**config.mk**
```make
export PLATFORM = sky130hd
export DESIGN_NAME = console_top
export DESIGN_NICKNAME = d
export VERILOG_FILES = /design/src/design/charset_pkg.sv /design/src/design/link_pkg.sv /design/src/design/link_ctrl_if.sv /design/src/design/char_fifo.sv /design/src/design/console_regs.sv /design/src/design/uart_tx.sv /design/src/design/console_top.sv
export VERILOG_INCLUDE_DIRS = /design/src /design/src/design
export SDC_FILE = /design/constraint.sdc
export NUM_CORES = 1
export LEC_CHECK = 0
export ABC_CLOCK_PERIOD_IN_PS = 4900
export CAP_MARGIN = 10
export CORE_ASPECT_RATIO = 1.1
export CORE_MARGIN = 2
export CORE_UTILIZATION = 64
export DETAILED_ROUTE_END_ITERATION = 8
export DONT_BUFFER_PORTS = 1
export GPL_ROUTABILITY_DRIVEN = 1
export PLACE_DENSITY = 0.8
export SYNTH_ARGS = -nofsm -noshare
export SYNTH_HDL_FRONTEND = slang
export SYNTH_HIERARCHICAL = 1
export SYNTH_SLANG_ARGS = --single-unit
```
**constraint.sdc**
```tcl
create_clock -name clk -period 4.9 [get_ports clk]
set_input_delay 0.245 -clock clk [delete_from_list [all_inputs] [get_ports clk]]
set_output_delay 0.245 -clock clk [all_outputs]
set_load 0.1 [all_outputs]
```
**src/design/console_cfg.svh**
```systemverilog
`ifndef CONSOLE_CFG_SVH
`define CONSOLE_CFG_SVH

// entries in the character queue
`define CONSOLE_FIFO_DEPTH 8

// clock cycles per serial bit
`define CONSOLE_DIV_W     16
`define CONSOLE_DIV_RESET 16

`endif

```
**src/design/charset_pkg.sv**
```systemverilog
package charset_pkg;

	typedef logic [5:0] char_code_t; // display character code
	typedef logic [6:0] ascii_t;

	// codes 56 to 63 have no entry and go out as a space
	function automatic ascii_t to_ascii(input char_code_t code);
		ascii_t a;
		case (code)
			6'd0:    a = 7'd32; // space
			6'd1:    a = 7'd65;
			6'd2:    a = 7'd66;
			6'd3:    a = 7'd67;
			6'd4:    a = 7'd68;
			6'd5:    a = 7'd69;
			6'd6:    a = 7'd70;
			6'd7:    a = 7'd71;
			6'd8:    a = 7'd72;
			6'd9:    a = 7'd73;
			6'd10:   a = 7'd10; // line feed
			6'd11:   a = 7'd74;
			6'd12:   a = 7'd75;
			6'd13:   a = 7'd76;
			6'd14:   a = 7'd77;
			6'd15:   a = 7'd78;
			6'd16:   a = 7'd79;
			6'd17:   a = 7'd80;
			6'd18:   a = 7'd81;
			6'd19:   a = 7'd82;
			6'd20:   a = 7'd13; // carriage return
			6'd21:   a = 7'd7;  // bell
			6'd22:   a = 7'd83;
			6'd23:   a = 7'd84;
			6'd24:   a = 7'd85;
			6'd25:   a = 7'd86;
			6'd26:   a = 7'd87;
			6'd27:   a = 7'd88;
			6'd28:   a = 7'd89;
			6'd29:   a = 7'd90;
			6'd30:   a = 7'd48; // digits
			6'd31:   a = 7'd49;
			6'd32:   a = 7'd50;
			6'd33:   a = 7'd51;
			6'd34:   a = 7'd52;
			6'd35:   a = 7'd53;
			6'd36:   a = 7'd54;
			6'd37:   a = 7'd55;
			6'd38:   a = 7'd56;
			6'd39:   a = 7'd57;
			6'd40:   a = 7'd46; // punctuation from here
			6'd41:   a = 7'd44;
			6'd42:   a = 7'd40;
			6'd43:   a = 7'd41;
			6'd44:   a = 7'd43;
			6'd45:   a = 7'd45;
			6'd46:   a = 7'd42;
			6'd47:   a = 7'd47;
			6'd48:   a = 7'd61;
			6'd49:   a = 7'd36;
			6'd50:   a = 7'd60;
			6'd51:   a = 7'd62;
			6'd52:   a = 7'd64;
			6'd53:   a = 7'd59;
			6'd54:   a = 7'd58;
			6'd55:   a = 7'd39;
			default: a = 7'd32;
		endcase
		return a;
	endfunction

endpackage

```
**src/design/link_pkg.sv**
```systemverilog
`include "console_cfg.svh"

package link_pkg;

	typedef logic [`CONSOLE_DIV_W-1:0] divisor_t; // clocks per bit

	typedef enum logic [1:0] {
		REG_CTRL   = 2'd0,
		REG_DIV    = 2'd1,
		REG_STATUS = 2'd2
	} reg_addr_t;

	typedef enum logic {
		TX_IDLE,
		TX_SHIFT
	} tx_state_t;

endpackage

```
**src/design/link_ctrl_if.sv**
```systemverilog
`timescale 1ns/1ps

interface link_ctrl_if ();
	import link_pkg::*;

	logic     enable;   // new frames allowed
	logic     two_stop;
	divisor_t divisor;
	logic     busy;     // frame on the line

	modport regs (
		output enable,
		output two_stop,
		output divisor,
		input  busy
	);

	modport tx (
		input  enable,
		input  two_stop,
		input  divisor,
		output busy
	);

endinterface

```
**src/design/char_fifo.sv**
```systemverilog
`timescale 1ns/1ps
`include "console_cfg.svh"

module char_fifo (
	input  logic                    clk,
	input  logic                    rst,
	input  logic                    push,
	input  charset_pkg::char_code_t din,
	input  logic                    pop,
	output charset_pkg::char_code_t head,
	output logic                    not_empty,
	output logic                    full,
	output logic [3:0]              count
);
	import charset_pkg::*;

	localparam int AW = $clog2(`CONSOLE_FIFO_DEPTH);

	char_code_t    mem [`CONSOLE_FIFO_DEPTH];
	logic [AW-1:0] wr_ptr;
	logic [AW-1:0] rd_ptr;
	logic          do_push;
	logic          do_pop;

	assign do_pop = pop & not_empty;
	assign do_push = push & (~full | do_pop); // pop frees a slot this cycle
	assign head = mem[rd_ptr]; // fall through
	assign not_empty = count != 4'd0;
	assign full = count == 4'(`CONSOLE_FIFO_DEPTH);

	always_ff @(posedge clk) begin
		if (do_push)
			mem[wr_ptr] <= din;
	end

	always_ff @(posedge clk) begin
		if (rst) begin
			wr_ptr <= '0;
			rd_ptr <= '0;
			count <= 4'd0;
		end else begin
			if (do_push)
				wr_ptr <= wr_ptr + 1'b1; // depth is a power of two
			if (do_pop)
				rd_ptr <= rd_ptr + 1'b1;
			case ({do_push, do_pop})
				2'b10:   count <= count + 4'd1;
				2'b01:   count <= count - 4'd1;
				default: count <= count;
			endcase
		end
	end

endmodule

```
**src/design/console_regs.sv**
```systemverilog
`timescale 1ns/1ps
`include "console_cfg.svh"

module console_regs (
	input  logic                clk,
	input  logic                rst,
	input  logic                reg_wr,
	input  link_pkg::reg_addr_t reg_addr,
	input  logic [15:0]         reg_wdata,
	output logic [15:0]         reg_rdata,
	input  logic                push_drop,
	input  logic [3:0]          fifo_count,
	link_ctrl_if.regs           ctrl
);
	import link_pkg::*;

	logic overflow; // sticky until cleared by host
	logic wr_ctrl;
	logic wr_div;
	logic wr_status;

	assign wr_ctrl = reg_wr && (reg_addr == REG_CTRL);
	assign wr_div = reg_wr && (reg_addr == REG_DIV);
	assign wr_status = reg_wr && (reg_addr == REG_STATUS);

	always_ff @(posedge clk) begin
		if (rst) begin
			ctrl.enable <= 1'b0;
			ctrl.two_stop <= 1'b0;
		end else if (wr_ctrl) begin
			ctrl.enable <= reg_wdata[0];
			ctrl.two_stop <= reg_wdata[1];
		end
	end

	always_ff @(posedge clk) begin
		if (rst)
			ctrl.divisor <= divisor_t'(`CONSOLE_DIV_RESET);
		else if (wr_div)
			ctrl.divisor <= reg_wdata[`CONSOLE_DIV_W-1:0];
	end

	// a drop in the same cycle as the clear wins
	always_ff @(posedge clk) begin
		if (rst)
			overflow <= 1'b0;
		else if (push_drop)
			overflow <= 1'b1;
		else if (wr_status && reg_wdata[4])
			overflow <= 1'b0;
	end

	always_comb begin
		reg_rdata = 16'h0000;
		case (reg_addr)
			REG_CTRL:   reg_rdata = {14'd0, ctrl.two_stop, ctrl.enable};
			REG_DIV:    reg_rdata = 16'(ctrl.divisor);
			REG_STATUS: reg_rdata = {10'd0, ctrl.busy, overflow, fifo_count};
			default:    reg_rdata = 16'h0000; // unmapped
		endcase
	end

endmodule

```
**src/design/uart_tx.sv**
```systemverilog
`timescale 1ns/1ps

module uart_tx (
	input  logic                    clk,
	input  logic                    rst,
	link_ctrl_if.tx                 ctrl,
	input  charset_pkg::char_code_t head,
	input  logic                    not_empty,
	output logic                    pop,
	output logic                    tx
);
	import charset_pkg::*;
	import link_pkg::*;

	tx_state_t   state;
	divisor_t    div_eff;
	divisor_t    div_q;    // held for the whole frame
	divisor_t    per_cnt;  // cycles into current bit
	logic [3:0]  bit_cnt;
	logic [3:0]  last_bit;
	logic [10:0] shifter;
	logic        ready;
	logic        tick;

	assign div_eff = (ctrl.divisor < divisor_t'(2)) ? divisor_t'(2) : ctrl.divisor;
	assign ready = state == TX_IDLE;
	assign pop = ctrl.enable & not_empty & ready; // load together with ready
	assign tick = (state == TX_SHIFT) && (per_cnt == div_q - divisor_t'(1));
	assign ctrl.busy = ~ready;
	assign tx = ready | shifter[0]; // line rests high

	always_ff @(posedge clk) begin
		if (rst) begin
			state <= TX_IDLE;
			per_cnt <= '0;
			bit_cnt <= 4'd0;
		end else begin
			case (state)
				TX_IDLE: begin
					if (pop) begin
						state <= TX_SHIFT;
						per_cnt <= '0;
						bit_cnt <= 4'd0;
					end
				end
				TX_SHIFT: begin
					if (tick) begin
						per_cnt <= '0;
						if (bit_cnt == last_bit)
							state <= TX_IDLE; // stop bit done
						else
							bit_cnt <= bit_cnt + 4'd1;
					end else begin
						per_cnt <= per_cnt + divisor_t'(1);
					end
				end
				default: state <= TX_IDLE;
			endcase
		end
	end

	// start, 7 data bits, zero msb, then stop bits
	always_ff @(posedge clk) begin
		if (pop) begin
			shifter <= {2'b11, 1'b0, to_ascii(head), 1'b0};
			div_q <= div_eff;
			last_bit <= ctrl.two_stop ? 4'd10 : 4'd9; // bit 10 only with two stops
		end else if (tick) begin
			shifter <= {1'b1, shifter[10:1]};
		end
	end

endmodule

```
**src/design/console_top.sv**
```systemverilog
`timescale 1ns/1ps

module console_top (
	input  logic        clk,
	input  logic        rst,
	input  logic        char_valid,
	input  logic [5:0]  char_code,
	input  logic        reg_wr,
	input  logic [1:0]  reg_addr,
	input  logic [15:0] reg_wdata,
	output logic [15:0] reg_rdata,
	output logic        tx,
	output logic        tx_idle
);
	import charset_pkg::*;
	import link_pkg::*;

	char_code_t head;
	logic       not_empty;
	logic       full;
	logic       pop;
	logic       push_drop;
	logic [3:0] count;

	link_ctrl_if ctrl_if ();

	// a push that meets a pop on a full queue still fits
	assign push_drop = char_valid & full & ~pop;
	assign tx_idle = ~ctrl_if.busy & ~not_empty;

	char_fifo u_fifo (
		.clk       (clk),
		.rst       (rst),
		.push      (char_valid),
		.din       (char_code),
		.pop       (pop),
		.head      (head),
		.not_empty (not_empty),
		.full      (full),
		.count     (count)
	);

	console_regs u_regs (
		.clk        (clk),
		.rst        (rst),
		.reg_wr     (reg_wr),
		.reg_addr   (reg_addr_t'(reg_addr)),
		.reg_wdata  (reg_wdata),
		.reg_rdata  (reg_rdata),
		.push_drop  (push_drop),
		.fifo_count (count),
		.ctrl       (ctrl_if.regs)
	);

	uart_tx u_tx (
		.clk       (clk),
		.rst       (rst),
		.ctrl      (ctrl_if.tx),
		.head      (head),
		.not_empty (not_empty),
		.pop       (pop),
		.tx        (tx)
	);

endmodule

```
After elaboration in Yosys (flattened, before gate mapping)
Memories as Yosys holds them, arrays and structs flattened. A register that Yosys moved wholly into a read port is not among the register bits.
Cells that the tools add are included.
{"block": "op_classes", "n_lt_le_gt_ge": 1, "n_reduce_logical": 11, "mux": 22, "addsub": 7, "eq_ne": 10, "n_bitwise": 13}
{"cell": "$pmux W16 S3", "count": 1}
{"cell": "$mux W16", "count": 2}
{"cell": "$pmux W16 S2", "count": 1}
{"cell": "$add A16 B1 Y16 const B", "count": 1}
{"cell": "$eq A16 B16 Y1", "count": 1}
{"cell": "$lt A16 B2 Y1 const B", "count": 1}
{"cell": "$mux W8", "count": 2}
{"cell": "$pmux W4 S2", "count": 2}
{"cell": "$sub A16 B1 Y16 const B", "count": 1}
{"cell": "$mux W4", "count": 3}
{"cell": "$add A4 B1 Y4 const B", "count": 2}
{"cell": "$and A1 B1 Y1", "count": 7}
{"cell": "$mux W1", "count": 7}
{"cell": "$add A3 B1 Y3 const B", "count": 2}
{"cell": "$mux W3", "count": 2}
{"cell": "$ne A2 B2 Y1 const B", "count": 3}
{"cell": "$reduce_bool A2 Y1", "count": 3}
{"cell": "$logic_and A1 B1 Y1", "count": 5}
{"cell": "$eq A2 B1 Y1 const B", "count": 2}
{"cell": "$eq A2 B2 Y1 const B", "count": 2}
{"cell": "$eq A4 B4 Y1", "count": 1}
{"cell": "$eq A4 B4 Y1 const B", "count": 1}
{"cell": "$not A1 Y1", "count": 4}
{"cell": "$reduce_bool A4 Y1", "count": 1}
{"cell": "other kinds (6)", "count": 7}
{"block": "word_totals", "in_bits": 28, "ff_bits": 79, "elab_cells": 80, "rom_bits": 448, "ram_bits": 48, "output_inout_bits": 18, "mem_count": 2}
{"memory": "(no name shown)", "depth": 64, "width": 7, "read_ports": 1, "rd_clocked_by_memory_dff": 0, "wr": 0, "line_no": "charset_pkg.sv:9", "source": "case (code)"}
{"memory": "u_fifo.mem", "depth": 8, "width": 6, "read_ports": 1, "rd_clocked_by_memory_dff": 1, "wr": 1, "line_no": "char_fifo.sv:19", "source": "char_code_t mem [`CONSOLE_FIFO_DEPTH];"}

Depth between registers and ports, before layout
{"block": "depth", "depth_word": 8, "depth_mapped": 13, "ltp_nobuf": 12}

Modules after synthesis
Netlist, hierarchy kept.
{"module": "uart_tx", "seq_area_each_um2": 1211.2, "area_per_inst_um2": 3129.3, "cells_per_inst": 358, "instances": 1}
{"module": "char_fifo", "seq_area_each_um2": 1701.6, "area_per_inst_um2": 2533.7, "cells_per_inst": 154, "instances": 1}
{"module": "console_regs", "seq_area_each_um2": 380.4, "area_per_inst_um2": 1004.7, "cells_per_inst": 103, "instances": 1}
{"module": "console_top", "seq_area_each_um2": 0.0, "area_per_inst_um2": 12.5, "cells_per_inst": 2, "instances": 1}

Worst setup path before layout
No wires, ideal clock.
{"block": "synth_timing", "path_type": "reg-to-reg", "from": "register u_tx.div_q[3]", "to": "register u_tx.shifter[1] (enable)", "arrival_ns": 3.560, "path_buffers": 3, "t_required_ns": 4.519, "synth_period_minus_slack_ns": 3.941, "setup_ns": 0.381, "path_slack_ns": 0.959, "path_stages_with_launch": 10, "path_cell_list": "edfxtp_1 buf_6 or4_4 buf_6 or4_1 a22oi_1 or4b_1 or4_1 clkbuf_2 o21ai_0"}
{"block": "synth_between", "elab_chain_cells": 4}
{"element": "start: declaration", "line_no": "uart_tx.sv:17", "source": "divisor_t div_q;"}
{"element": "start signal: assignment", "line_no": "uart_tx.sv:66", "source": "div_q <= div_eff;"}
{"element": "$sub A16 B1 Y16", "line_no": "uart_tx.sv:28", "source": "assign tick = (state == TX_SHIFT) && (per_cnt == div_q - divisor_t'(1));"}
{"element": "$eq A16 B16 Y1", "line_no": "uart_tx.sv:28"}
{"element": "$logic_and A1 B1 Y1", "line_no": "uart_tx.sv:28"}
{"element": "$reduce_bool A2 Y1 (no source line)"}
{"element": "end signal: assignment", "line_no": "uart_tx.sv:65", "source": "shifter <= {2'b11, 1'b0, to_ascii(head), 1'b0};"}
{"element": "end signal: assignment", "line_no": "uart_tx.sv:69", "source": "shifter <= {1'b1, shifter[10:1]};"}
{"element": "end: declaration", "line_no": "uart_tx.sv:21", "source": "logic [10:0] shifter;"}
Every way passes these cells.
A chain may end at the register's enable or synchronous reset.

Final worst setup path
{"block": "layout_timing", "from": "register u_tx.div_q[3]", "to": "register u_tx.bit_cnt[3]"}
{"block": "layout_between", "elab_chain_cells": 5}
{"element": "$sub A16 B1 Y16", "line_no": "uart_tx.sv:28"}
{"element": "$eq A16 B16 Y1", "line_no": "uart_tx.sv:28"}
{"element": "$logic_and A1 B1 Y1", "line_no": "uart_tx.sv:28"}
{"element": "$ne A2 B2 Y1 (no source line)"}
{"element": "$reduce_and A3 Y1 (no source line)"}
{"element": "end signal: assignment", "line_no": "uart_tx.sv:52", "source": "bit_cnt <= bit_cnt + 4'd1;"}
{"element": "end: declaration", "line_no": "uart_tx.sv:19", "source": "logic [3:0] bit_cnt;"}
Every way passes these cells.

==> run summary <==
Status: completed
Critical Path Fanout Max: 10
Most numerous cell on the critical path: or4_1
Top cell type's share of synthesized area: 32.8%
Worst hold path depth: 2
Critical Path Start Type: flop
Cell taking the most area after synthesis: edfxtp_1
Post-Synthesis Cell Area: 6680 sq um
CP arrival: 4.19 ns
Vias in the first global route: 4,800
Final setup fails: 0
PortBufs: 0
Layout cells sized above 1: 11.3%
XOR/XNOR Fraction of Synth Area: 4.59%
FF-to-FF End: u_tx/bit_cnt[3]
Clk buf depth: 2
Unique masters post-synth: 62
Reg2Reg Depth: 7
Synth Register Bits: 128
Vias: 4,881
CTS root buf: clkbuf_16
Fin crit period: 3.84 ns
CP cell instances: or4_4 > or4_1 > a22oi_1 > or4b_1 > or4_1 > or4_1 > a21oi_1
Hold Crit Class: in2reg
Initial drt markers: 312
Synth Area in Compound Gates: 10.7%
Standard-cell row count: 39
Largest net degree at the start of global routing: 38
Syn Area/Cell: 10.8 sq um
CTS tree: built
Worst EP required: 5.24 ns
Core Area: 10,300 sq um
Post-synthesis mux area share: 9.63%
R2R setup slack: 1.06 ns
CTS sink count: 128
TNS Setup: 0 ns
Min-Delay Endpoint: u_regs/ctrl.divisor[2]
Top post-synthesis cells by area: edfxtp_1 33%, dfxtp_1 16%, nand2b_1 4.1%, mux4_2 4.0%, mux2i_1 3.9%
PwrDens: 364 nW/um^2
Hold Slack: 0.0169 ns
Routability cong.: 0.890
Initial Util: 64.9%
Antenna viol nets, final: 0
Endpoint class of the critical path: flop
Total grt overflow: 0
Final HPWL DP: 9.31 mm
Cts bufs inserted: 17
Htree depth: 4
Fin Clk Skew: 0.00788 ns
Main synth FF type: edfxtp_1
Initial DRT Pass Iterations: 7
Total Die Area: 11,300 sq um
Hold path startpoint: rst
Critical R2R Launch: u_tx/div_q[3]
Post-cts gate resize count: 0
Period utilization: 78.4%
Share of synthesized cell area in and, or, nand and nor gates: 18.4%
Total GRT Usage: 27.1%
Synth Instances: 617
Crit-path max cell delay: 0.69 ns
Clock Latency Late Sink: 0.41 ns
Fillers: 653
Ys Warns: 6
Least-Margin Pin Slew: 1.17 ns
Routed wire length: 14.6 mm
Final Hold Fails: 0
Sequential-to-total area share from yosys stat: 49.3%
Die W: 101 microns
Setup CP Type: reg2reg
Max Clock Freq: 260 MHz
Syn_nets: 661
Initial antenna violation count: 0
Slew HR: 21.5%
Pleak: 0.00258 uW
Max Cap Viol: 0
N_diodes: 0
Slowest cell on the critical path: or4_1
Pins Over Slew Limit: 0
Synthesized-area fraction occupied by adder cells: 3.11%
Nets: 658
Die Height: 111 microns
Detailed-route DRC error count: 0
Main combinational cell family by area after synthesis: simple AND/OR/NAND/NOR gates
Clk pin slew, worst setup/hold paths: 0.06 ns
I/O pin count: 46
Area growth, synth to finish: 11.9%
Post-DR vias/cell: 6.34
Number of enable flip-flop cells after synthesis: 73
RSZ-0062 raised after global routing: false
Post-synth ARST share: 0%
Worst vdd ir: 0.273 mV
Routed wire length per instance: 19.0 microns
Global-route wire length before repair: 23.6 mm
[stage by stage]
step | cell area (sq um) | power [uW] | instances | utilization (%) | setup slack (ns)
2_1_floorplan | 6680 | 1420 | 617 | - | 0.959
3_3_place_gp | 6670 | 1450 | 717 | 64.8 | 1.19
6_report | 7470 | 2720 | 770 | 72.6 | 1.06
4_1_cts | 7470 | 2720 | 770 | 72.6 | 1.12
3_5_place_dp | 6670 | 1460 | 717 | 64.8 | 1.17
5_1_grt | 7470 | 2800 | 770 | 72.6 | 0.946
[power by group]
| group | internal, uW | switching, uW |
|---|---|---|
| clock network | 725 | 526 |
| registers | 1160 | 29.7 |
| logic | 91.8 | 183 |
[worst max path at each step]
stage | to | cells past startpoint | startpoint
after floorplan | u_tx/shifter[1] | 9 | u_tx/div_q[3]
after global placement | u_tx/bit_cnt[3] | 7 | u_tx/div_q[3]
after detailed placement | u_tx/bit_cnt[3] | 7 | u_tx/div_q[3]
after CTS | u_tx/bit_cnt[3] | 7 | u_tx/div_q[3]
after global routing | u_tx/bit_cnt[3] | 7 | u_tx/div_q[3]
final | u_tx/bit_cnt[3] | 7 | u_tx/div_q[3]
[repair_timing]
item,in CTS,in global routing
buffers inserted,0,0
hold endpoints to repair,79,0
hold buffers,21,0
[per-layer routing]
metal,GRT usage [%],share of wire (%),vias to the layer above
met1,34.9,40,2340
met3,8.01,8.5,32
met4,10.8,1.8,0
li1,-,-,2267
met2,42.9,50,242
met5,0,0,-
[placed cells by master (no fill, tap or decap), types with 4 or more instances in the layout]
master and n:
nor2b_1 4, o21ai_0 18, nand3_1 12, nand2b_1 44, o221ai_1 4, mux2_2 10
dlygate4sd3_1 21, or4_1 6, inv_1 18, and3_1 7, dfxtp_1 55, o31ai_1 6
xnor2_1 18, or3_1 9, or2_2 4, ha_1 15, nor3_1 11, nand2_1 25
and2_1 14, a31oi_1 10, nor4_1 7, a21oi_1 21, clkbuf_16 17, mux2i_1 26
inv_6 7, o211ai_1 9, mux4_2 12, a22o_1 7, nand4_1 11, nor2_1 52
xor2_1 17, edfxtp_1 73
[state kept, by name (all words and copies together), names as in the netlist, named ones only]
name / cells
u_regs/overflow: 1
u_tx/ctrl.busy: 1
u_fifo/mem: 48
u_tx/shifter: 9
u_regs/ctrl.enable: 1
u_fifo/rd_ptr: 3
u_regs/ctrl.two_stop: 1
u_fifo/wr_ptr: 3
u_tx/per_cnt: 16
u_tx/div_q: 16
u_fifo/count: 4
u_regs/ctrl.divisor: 16
u_tx/bit_cnt: 4
u_tx/last_bit: 2
[cells by family after synthesis]
kind of cell | after synthesis
adder cells (fa/ha/maj) | 16
buffers and inverters | 63
XOR/XNOR | 35
AO/OA/AOI/OAI | 103
multiplexers | 48
flip-flops | 128
AND/OR/NAND/NOR | 224
[synthesized netlist by cell type (3+ instances only)]
| master | instances |
|---|---|
| nand2_1 | 25 |
| xnor2_1 | 18 |
| inv_1 | 18 |
| nand2b_1 | 44 |
| mux2_2 | 10 |
| a22oi_1 | 3 |
| mux2i_1 | 26 |
| nor4_1 | 7 |
| nand4_1 | 11 |
| nor2b_1 | 4 |
| clkbuf_1 | 32 |
| nor2_1 | 53 |
| o21ai_0 | 18 |
| or2_2 | 4 |
| and3_1 | 7 |
| o31ai_1 | 6 |
| a21oi_1 | 21 |
| o211ai_1 | 9 |
| nand3b_1 | 3 |
| nand3_1 | 12 |
| buf_2 | 3 |
| a31oi_1 | 10 |
| and2_1 | 14 |
| o221ai_1 | 4 |
| a311oi_1 | 3 |
| a22o_1 | 7 |
| buf_1 | 4 |
| a211oi_1 | 3 |
| ha_1 | 15 |
| nor3_1 | 11 |
| buf_6 | 3 |
| or3_1 | 9 |
| xor2_1 | 17 |
| dfxtp_1 | 55 |
| a21o_1 | 3 |
| mux4_2 | 12 |
| edfxtp_1 | 73 |
| or4_1 | 6 |
| o2bb2ai_1 | 4 |
[final cells by class]
class | instances | area [sq um] | share of cell area [%]
flip-flops and latches | 128 | 3290 | 44.1
multi-input cells | 426 | 3120 | 41.7
clock buffers | 17 | 425 | 5.69
repair buffers | 23 | 225 | 3.01
well taps | 143 | 179 | 2.39
clock inverters | 15 | 166 | 2.23
inverters | 18 | 67.6 | 0.904
[critical path: cells and delay by family, from the launching register on]
kind	cells	cell delay, ns
simple gates	5	2.93
flops	1	0.50
compound gates	2	0.35
(Power assumes the default switching activity.)
